<file path="config.mk">
export PLATFORM = sky130hd
export DESIGN_NAME = mem_port_wrap
export DESIGN_NICKNAME = d
export VERILOG_FILES = /design/src/verilog/mem_pkg.sv /design/src/verilog/mem_port_wrap.sv
export VERILOG_INCLUDE_DIRS = /design/src /design/src/verilog
export SDC_FILE = /design/constraint.sdc
export NUM_CORES = 1
export LEC_CHECK = 0
export BUFFER_PORTS_ARGS = -buffer_cell sky130_fd_sc_hd__buf_2
export CAP_MARGIN = 20
export CORE_AREA = 5 5 77 79
export DETAILED_ROUTE_END_ITERATION = 10
export DIE_AREA = 0 0 82 84
export PLACE_DENSITY_LB_ADDON = 0.12
export SYNTH_ARGS = -nofsm -noshare
export SYNTH_HDL_FRONTEND = slang
export SYNTH_SLANG_ARGS = --single-unit
</file>
<file path="constraint.sdc">
create_clock -name clk -period 0.98 [get_ports clk]
set_clock_uncertainty 0.2 [all_clocks]
set_input_delay 0.196 -clock clk [delete_from_list [all_inputs] [get_ports clk]]
set_output_delay 0.196 -clock clk [all_outputs]
set_load 0.03 [all_outputs]
</file>
<file path="src/verilog/mem_settings.svh">
`ifndef MEM_SETTINGS_SVH
`define MEM_SETTINGS_SVH

// ##################################################
// word and address geometry.
`define MEM_WIDTH      15
`define MEM_BITADDR    8
`define MEM_NUMADDR    192

// ##################################################
// port counts.
`define MEM_NUMRDPRT   1
`define MEM_NUMWRPRT   2
`define MEM_MAXPRT     ((`MEM_NUMRDPRT > `MEM_NUMWRPRT) ? `MEM_NUMRDPRT : `MEM_NUMWRPRT)

// ##################################################
// pipeline depths in clock cycles.
`define MEM_FLOPIN     1
`define MEM_SRAM_DELAY 1
`define MEM_FLOPOUT    1

`endif
</file>
<file path="src/verilog/mem_pkg.sv">
`include "mem_settings.svh"

package mem_pkg;

  // lane buses are sized for the wider of the read and write port sets.
  function automatic logic [`MEM_BITADDR-1:0] lane_addr(
    input logic [`MEM_MAXPRT*`MEM_BITADDR-1:0] bus,
    input int unsigned lane
  );
    return bus[lane*`MEM_BITADDR +: `MEM_BITADDR];
  endfunction

  function automatic logic [`MEM_WIDTH-1:0] lane_word(
    input logic [`MEM_MAXPRT*`MEM_WIDTH-1:0] bus,
    input int unsigned lane
  );
    return bus[lane*`MEM_WIDTH +: `MEM_WIDTH];
  endfunction

  // bits set in the mask take the new data, the rest keep the old word.
  function automatic logic [`MEM_WIDTH-1:0] bw_merge(
    input logic [`MEM_WIDTH-1:0] old_word,
    input logic [`MEM_WIDTH-1:0] new_word,
    input logic [`MEM_WIDTH-1:0] mask
  );
    logic [`MEM_WIDTH-1:0] merged;
    merged = (old_word & ~mask) | (new_word & mask);
    return merged;
  endfunction

endpackage

</file>
<file path="src/verilog/mem_port_wrap.sv">
`timescale 1ns/1ps
`include "mem_settings.svh"

module mem_port_wrap #(
  parameter int SRAM_DELAY = `MEM_SRAM_DELAY,
  parameter int FLOPOUT    = `MEM_FLOPOUT
) (
  input  logic                                  clk,
  input  logic                                  reset,
  input  logic [`MEM_NUMRDPRT-1:0]              read,
  input  logic [`MEM_NUMRDPRT*`MEM_BITADDR-1:0] rd_adr,
  input  logic [`MEM_NUMWRPRT-1:0]              write,
  input  logic [`MEM_NUMWRPRT*`MEM_BITADDR-1:0] wr_adr,
  input  logic [`MEM_NUMWRPRT*`MEM_WIDTH-1:0]   din,
  input  logic [`MEM_NUMWRPRT*`MEM_WIDTH-1:0]   bw,
  input  logic [`MEM_WIDTH-1:0]                 t1_doutC,
  output logic [`MEM_NUMRDPRT*`MEM_WIDTH-1:0]   rd_dout,
  output logic [`MEM_NUMRDPRT-1:0]              rd_vld,
  output logic                                  t1_readC,
  output logic [`MEM_BITADDR-1:0]               t1_addrC,
  output logic                                  t1_writeA,
  output logic [`MEM_BITADDR-1:0]               t1_addrA,
  output logic [`MEM_WIDTH-1:0]                 t1_dinA,
  output logic [`MEM_WIDTH-1:0]                 t1_bwA,
  output logic                                  t1_writeB,
  output logic [`MEM_BITADDR-1:0]               t1_addrB,
  output logic [`MEM_WIDTH-1:0]                 t1_dinB,
  output logic [`MEM_WIDTH-1:0]                 t1_bwB
);
  import mem_pkg::*;

  localparam int VLD_DEPTH = SRAM_DELAY + FLOPOUT;

  logic [`MEM_MAXPRT*`MEM_BITADDR-1:0] rd_adr_ext;
  logic [`MEM_MAXPRT*`MEM_BITADDR-1:0] wr_adr_ext;
  logic [`MEM_MAXPRT*`MEM_WIDTH-1:0]   din_ext;
  logic [`MEM_MAXPRT*`MEM_WIDTH-1:0]   bw_ext;
  logic [`MEM_NUMRDPRT*`MEM_WIDTH-1:0] rd_dout_raw;

  assign rd_adr_ext = (`MEM_MAXPRT*`MEM_BITADDR)'(rd_adr);
  assign wr_adr_ext = (`MEM_MAXPRT*`MEM_BITADDR)'(wr_adr);
  assign din_ext    = (`MEM_MAXPRT*`MEM_WIDTH)'(din);
  assign bw_ext     = (`MEM_MAXPRT*`MEM_WIDTH)'(bw);

  // ##################################################
  // lane to physical port mapping.
  always_comb begin
    t1_readC  = read[0];
    t1_addrC  = lane_addr(rd_adr_ext, 0);

    t1_writeA = write[0]; // lane 0 drives port A.
    t1_addrA  = lane_addr(wr_adr_ext, 0);
    t1_dinA   = lane_word(din_ext, 0);
    t1_bwA    = lane_word(bw_ext, 0);

    t1_writeB = write[1]; // lane 1 drives port B.
    t1_addrB  = lane_addr(wr_adr_ext, 1);
    t1_dinB   = lane_word(din_ext, 1);
    t1_bwB    = lane_word(bw_ext, 1);
  end

  assign rd_dout_raw = (`MEM_NUMRDPRT*`MEM_WIDTH)'(t1_doutC);

  // ##################################################
  // output alignment.
  if (VLD_DEPTH > 0) begin : g_vld
    logic [`MEM_NUMRDPRT-1:0] vld_pipe [VLD_DEPTH];

    always_ff @(posedge clk) begin
      if (reset) begin
        for (int i = 0; i < VLD_DEPTH; i++) begin
          vld_pipe[i] <= '0;
        end
      end else begin
        vld_pipe[0] <= read;
        for (int i = 1; i < VLD_DEPTH; i++) begin
          vld_pipe[i] <= vld_pipe[i-1];
        end
      end
    end
    assign rd_vld = vld_pipe[VLD_DEPTH-1];
  end else begin : g_no_vld
    assign rd_vld = read;
  end

  // the array already covers SRAM_DELAY, so data only needs the output flops.
  if (FLOPOUT > 0) begin : g_dout
    logic [`MEM_NUMRDPRT*`MEM_WIDTH-1:0] dout_pipe [FLOPOUT];

    always_ff @(posedge clk) begin
      dout_pipe[0] <= rd_dout_raw;
      for (int i = 1; i < FLOPOUT; i++) begin
        dout_pipe[i] <= dout_pipe[i-1];
      end
    end
    assign rd_dout = dout_pipe[FLOPOUT-1];
  end else begin : g_no_dout
    assign rd_dout = rd_dout_raw;
  end

  a_dout_known: assert property (@(posedge clk) disable iff (reset)
    (|rd_vld) |-> !$isunknown(rd_dout));

endmodule

</file>
==> reports/results.ini, run 1 <==
[logic_synthesis]
synth_nets = 210
postSynthCellCount = 106
largest_family_of_logic_cells_by_synthesized_area = buffers and inverters
synthXorXnorAreaFrac_pct = 0
netlist_top_cells_area = sky130_fd_sc_hd__buf_4, sky130_fd_sc_hd__dfxtp_1, sky130_fd_sc_hd__nor2b_1
post_synth_instance_area_mm2 = 0.001006
netlist.area_leader.share_pct = 64.93
total_of_warnings_raised_by_yosys = 0
syn_avg_cell_area_um2 = 9.490
synth_compound_gate_area_share_pct = 0
synth.area.mux_share_pct = 0
yosys.area_share.simple_pct = 1.244
yosys_register_bits = 17
adder_cell_share_of_the_synthesized_area_pct = 0
post_synth_num_cell_types = 3
synth_top_cell_by_area = sky130_fd_sc_hd__buf_4
ys_seq_area_share_pct = 33.83

[drt]
route.final.wire_length_um = 2766
initial_detailed_routing_violation_count = 3
drc = 0
routed-via-count = 454
first_pass_iters = 3
route.antenna.remaining_nets = 0
route.detailed.vias_per_inst = 3.153
route.detailed.wl_per_inst_um = 19.21

[clocking]
clkSlewWorstSetupHoldPaths_ns = 0.07
ctsHoldBuffers = 16
clock-root-buffer = sky130_fd_sc_hd__clkbuf_8
ctsLongestPathBuffers = 2
cts.sinks = 17
cts_tree = built
cts_setup_buffers = 0
htree_levels = 1
clock_insertion_delay_worst_skew_ns = 0.25
cts_inserted_buffers = 3

[worst_setup_path]
critical_path_class = register to output port
worstReg2RegEnd = g_vld.vld_pipe[0][1]
critical_path.startpoint_type = register
critical_path_arrival_ns = 0.71
r2r_cells = 1
cp_slowest_stage_delay_ns = 0.33
worst-path-max-fanout = 1
worst_path_max_delay_cell = sky130_fd_sc_hd__dfxtp_2
worstPathCellList = buf_6
crit_required_ns = 0.58
critPathCaptureType = output port
reg2reg_setup_slack_ns = 0.26
critPathTopFamily = flip-flops
r2r_start = g_vld.vld_pipe[0][0]
worstPathBufferInverterCount = 1

[timing]
setup_violations = 16
timing.final.max_slew_violations = 0
finalHoldWorstSlack_ns = -0.02312
layout_setup_ws_ns = -0.1241
timing.slew.headroom_pct = 89.77
rsz_0062_raised_after_global_routing = true
timing.final.crit_period_ns = 1.104
timing.fmax_mhz = 905.7
tightest_slew_ns = 0.1545
finalHoldViolCount = 1
fin_crit_sh_pct = 112.7
tns_ns = -1.790

[placement]
gp_congestion = 0.5629
placed_cells = 125
dp_slack_ns = 0.08534
placed_area_um2 = 613.1
numPortBuffers = 34

[floorplan]
std_cell_rows = 27
fp.dieArea_mm2 = 0.006888
die-width_um = 82
die_y_extent_um = 84
core-area_mm2 = 0.005270
initial_utilization_pct = 19.09
ioPinCount = 207

[min_path]
hold_class = primary input to register
min_delay_worst_endpoint = g_vld.vld_pipe[0][0]
worst_hold_path_stage_count = 2
worstHoldStart = read

[layout]
share_of_post_route_cells_with_drive_strength_above_1_pct = 73.61
layout.cells.most_common_list = sky130_fd_sc_hd__buf_2, sky130_fd_sc_hd__dfxtp_2, sky130_fd_sc_hd__dlygate4sd3_1, sky130_fd_sc_hd__buf_6, sky130_fd_sc_hd__clkbuf_8
design_area_um2 = 937.1
areaGrowthSynthToFinish_pct = -6.841
layout.cells.non_filler = 144
n_antenna_cell = 0
post-route-util_pct = 17.78
layout_commonest_cell = sky130_fd_sc_hd__buf_2
nets = 177
number_of_fillers_in_the_final_layout = 610

[power_and_ir_drop]
p_int_mw = 1.150
relative_contribution_of_sequential_cells_to_total_power_pct = 49.6
p_sw_share_pct = 23.99
power.combinational.fraction_pct = 15.7
power-per-cell-area_mw_per_mm2 = 1614
power_leakage_nw = 0.4003
clkPwrFrac_pct = 34.7
vdd_drop_max_mv = 0.4475
power.switching_uw = 362.8

[global_route]
track_usage_pct = 7.456
grt_max_degree = 12
initial_antenna_violation_count = 0
overflow_left_after_global_routing = 0
wire_length_of_the_first_global_routing_pass_um = 3484
first_global_vias = 502

[job]
cap_viol_max_count = 0

[outcome]
failed_checks = hold timing, setup timing
status = complete, but fails checks

## what timing repair did
action / CTS / global route
cloned: 0 / 0
endpoints found under the setup margin: 16 / 17
pin swaps: 0 / 0
endpoints found under the hold margin: 17 / 1
gates resized for setup: 48 / 0
## power by group through the flow
stage / combinational [mW] / sequential, mW / clock (mW)
4_1_cts: 0.244 / 0.749 / 0.552
6_report: 0.237 / 0.750 / 0.525
3_3_place_gp: 0.154 / 0.750 / 0
2_1_floorplan: 0.667 / 0.823 / 0
3_5_place_dp: 0.151 / 0.751 / 0
5_1_grt: 0.249 / 0.752 / 0.585
## cell families after synthesis
logic type / after synthesis
and+or+nand+nor: 2
buffers and inverters: 87
DFF: 17
## metrics by stage
stage / power, mW / hold WS, ns
finish: 1.512 / -0.02312
global route: 1.586 / -0.03036
CTS: 1.545 / -0.02366
detailed placement: 0.9021 / 0.1007
global placement: 0.9037 / 0.09952
floorplan: 1.490 / 0.02372
## layer usage
metal | wire length [um] | track usage [%] | vias up | share of wire, %
met5 | 0 | 0 | - | 0
met4 | 262 | 8.308 | 0 | 9.5
met3 | 657 | 8.855 | 36 | 24
met2 | 1407 | 12.34 | 79 | 51
met1 | 438 | 2.524 | 177 | 16
li1 | - | - | 162 | -
## cell usage after synthesis, drive strengths merged
library cell / number
nor2b: 2
dfxtp: 17
buf: 87
## registers in the layout, indices dropped and copies added (netlist names)
| name | flops |
|---|---|
| g_dout.dout_pipe | 15 |
| g_vld.vld_pipe | 2 |
## layout make-up
cell class / count / area [um^2] / area share [%]
flip-flops and latches: 17 / 360.3 / 38.45
repair buffers: 49 / 425.4 / 45.39
clock inverters: 1 / 7.507 / 0.8011
clock buffers: 3 / 41.29 / 4.406
well taps: 72 / 90.09 / 9.613
multi-input cells: 2 / 12.51 / 1.335
## how the worst max path moves through the flow
stage	cells after the start	end	start
floorplan	0	rd_dout[0]	g_dout.dout_pipe[0][0]
global placement	1	rd_dout[10]	g_dout.dout_pipe[0][10]
detailed placement	1	rd_dout[11]	g_dout.dout_pipe[0][11]
CTS	1	rd_dout[11]	g_dout.dout_pipe[0][11]
global route	1	rd_dout[8]	g_dout.dout_pipe[0][8]
finish	1	rd_vld	g_vld.vld_pipe[0][1]
(Power assumes the default switching activity.)
==> run 2: changes to the inputs <==
--- a/config.mk
+++ b/config.mk
@@ -12,6 +12,7 @@
 export DETAILED_ROUTE_END_ITERATION = 10
 export DIE_AREA = 0 0 82 84
 export PLACE_DENSITY_LB_ADDON = 0.12
+export SETUP_SLACK_MARGIN = 0.2
 export SYNTH_ARGS = -nofsm -noshare
 export SYNTH_HDL_FRONTEND = slang
 export SYNTH_SLANG_ARGS = --single-unit
==> reports/results.ini, run 2 (synthesized netlist as in run 1, its figures left out) <==
[drt]
initial_detailed_routing_violation_count = 5  ; +2
drc = 0  ; unchanged
route.final.wire_length_um = 2454  ; -11%
route.detailed.wl_per_inst_um = 19.02  ; -0.96%
first_pass_iters = 4  ; +1
routed-via-count = 374  ; -18%
route.antenna.remaining_nets = 0  ; unchanged
route.detailed.vias_per_inst = 2.899  ; -8.0%

[outcome]
failed_checks = hold timing, setup timing
status = complete, but fails checks

[layout]
share_of_post_route_cells_with_drive_strength_above_1_pct = 94.74  ; +21 points
layout.cells.most_common_list = sky130_fd_sc_hd__buf_6, sky130_fd_sc_hd__dfxtp_4, sky130_fd_sc_hd__buf_2, sky130_fd_sc_hd__clkbuf_8, sky130_fd_sc_hd__nor2b_1
seqCellArea_um2 = 400.4  ; +11%
max_flop_register = g_dout.dout_pipe
max_reg_flops = 15  ; unchanged
n_antenna_cell = 0  ; unchanged
layout_commonest_cell = sky130_fd_sc_hd__buf_6
reg_top3 = g_dout.dout_pipe x15, g_vld.vld_pipe x2
multi_input_comb_area_um2 = 12.51  ; unchanged
nets = 162  ; -8.5%
areaGrowthSynthToFinish_pct = -17.04
number_of_fillers_in_the_final_layout = 586  ; -3.9%

[timing]
timing.fmax_mhz = 893.4  ; -1.4%
rsz_0062_raised_after_global_routing = true
timing.final.max_slew_violations = 0  ; unchanged
setup_violations = 16  ; unchanged
fin_crit_sh_pct = 114.2  ; +1.6 points
timing.slew.headroom_pct = 94.64  ; +4.9 points
layout_setup_ws_ns = -0.1394  ; -0.01523 ns
tns_ns = -2.084  ; -0.2939 ns
tightest_slew_ns = 0.08016  ; -0.07434 ns
finalHoldViolCount = 17  ; +16
finalHoldWorstSlack_ns = -0.1590  ; -0.1359 ns
timing.final.crit_period_ns = 1.119  ; +0.01523 ns

[job]
cap_viol_max_count = 0  ; unchanged

[floorplan]
die_y_extent_um = 84  ; unchanged
initial_utilization_pct = 19.09  ; unchanged
ioPinCount = 207  ; unchanged
die-width_um = 82  ; unchanged
fp.dieArea_mm2 = 0.006888  ; unchanged
std_cell_rows = 27  ; unchanged
core-area_mm2 = 0.005270  ; unchanged

[worst_setup_path]
cp_slowest_stage_delay_ns = 0.34  ; about the same
critical_path_class = register to output port
critPathCaptureType = output port
worstPathCellList = buf_6
worst_path_max_delay_cell = sky130_fd_sc_hd__dfxtp_4
crit_required_ns = 0.58  ; about the same
critPathTopFamily = flip-flops
critical_path.startpoint_type = register
worst-path-max-fanout = 1  ; unchanged
worstPathBufferInverterCount = 1  ; unchanged
critical_path_arrival_ns = 0.72  ; about the same

[global_route]
overflow_left_after_global_routing = 0  ; unchanged
first_global_vias = 426  ; -15%
wire_length_of_the_first_global_routing_pass_um = 3160  ; -9.3%
initial_antenna_violation_count = 0  ; unchanged
grt_max_degree = 12  ; unchanged
track_usage_pct = 6.696  ; -0.76 points

[placement]
numPortBuffers = 34  ; unchanged
gp_congestion = 0.5792  ; +2.9%

[clocking]
clkSlewWorstSetupHoldPaths_ns = 0.07  ; about the same
ctsLongestPathBuffers = 2  ; unchanged
cts.sinks = 17  ; unchanged
cts_tree = built
htree_levels = 1  ; unchanged
clock_insertion_delay_worst_skew_ns = 0.25  ; about the same
cts_setup_buffers = 0  ; unchanged
cts_inserted_buffers = 3  ; unchanged
clock-root-buffer = sky130_fd_sc_hd__clkbuf_8

[min_path]
hold_class = primary input to register

[power_and_ir_drop]
overall_power_consumption_mw = 1.431  ; -5.3%
vdd_drop_max_mv = 0.3571  ; -20%
power_leakage_nw = 0.3470  ; -13%
power-per-cell-area_mw_per_mm2 = 1715  ; +6.3%

[run 2: worst paths after layout]
path | end | cells after the start | slack, ns | startpoint
worst min register to register | g_vld.vld_pipe[0][1] | 1 | 0.24 | g_vld.vld_pipe[0][0]
worst max-delay path | rd_dout[3] | 1 | -0.14 | g_dout.dout_pipe[0][3]
worst min-delay path | g_dout.dout_pipe[0][0] | 1 | -0.16 | t1_doutC[0]
worst max register to register | g_vld.vld_pipe[0][1] | 1 | 0.27 | g_vld.vld_pipe[0][0]
[run 2: final cells by class]
cell class / instances / area share (%)
Clock buffer: 3 / 4.948
Clock inverter: 1 / 0.8996
Multi-Input combinational cell: 2 / 1.499
Sequential cell: 17 / 47.98
Tap cell: 72 / 10.79
Timing Repair Buffer: 34 / 33.88
[run 2: repair_timing]
action | in CTS | in global routing
gates resized for setup | 35 | 0
endpoints found under the setup margin | 17 | 17
cloned | 0 | 0
endpoints found under the hold margin | 17 | 17
[run 2: metrics by stage]
stage	instances	util, %	worst slack, ns	hold WS (ns)	area [um^2]
after floorplan	106	-	0.2158	0.02369	1066
final	129	15.84	-0.1394	-0.1590	834.6
after global placement	125	12.77	0.06773	0.09958	673.1
after detailed placement	125	12.77	0.07484	0.09959	673.1
after global routing	129	15.84	-0.1598	-0.1675	834.6
after CTS	129	15.84	-0.1509	-0.1677	834.6
[run 2: layer usage]
| layer | wire length (um) | part of all wire, % | track usage, % | up-vias |
|---|---|---|---|---|
| li1 | - | - | - | 133 |
| met1 | 391 | 16 | 2.587 | 148 |
| met2 | 1247 | 51 | 11.17 | 77 |
| met3 | 627 | 26 | 7.235 | 16 |
| met4 | 188 | 7.7 | 7.553 | 0 |
| met5 | 0 | 0 | 0 | - |
[run 2: report_power, final]
part           internal (mW)  switching (mW)
Sequential             0.708          0.0151
Combinational         0.0944          0.0989
Clock                  0.285           0.229
Total                   1.09           0.343
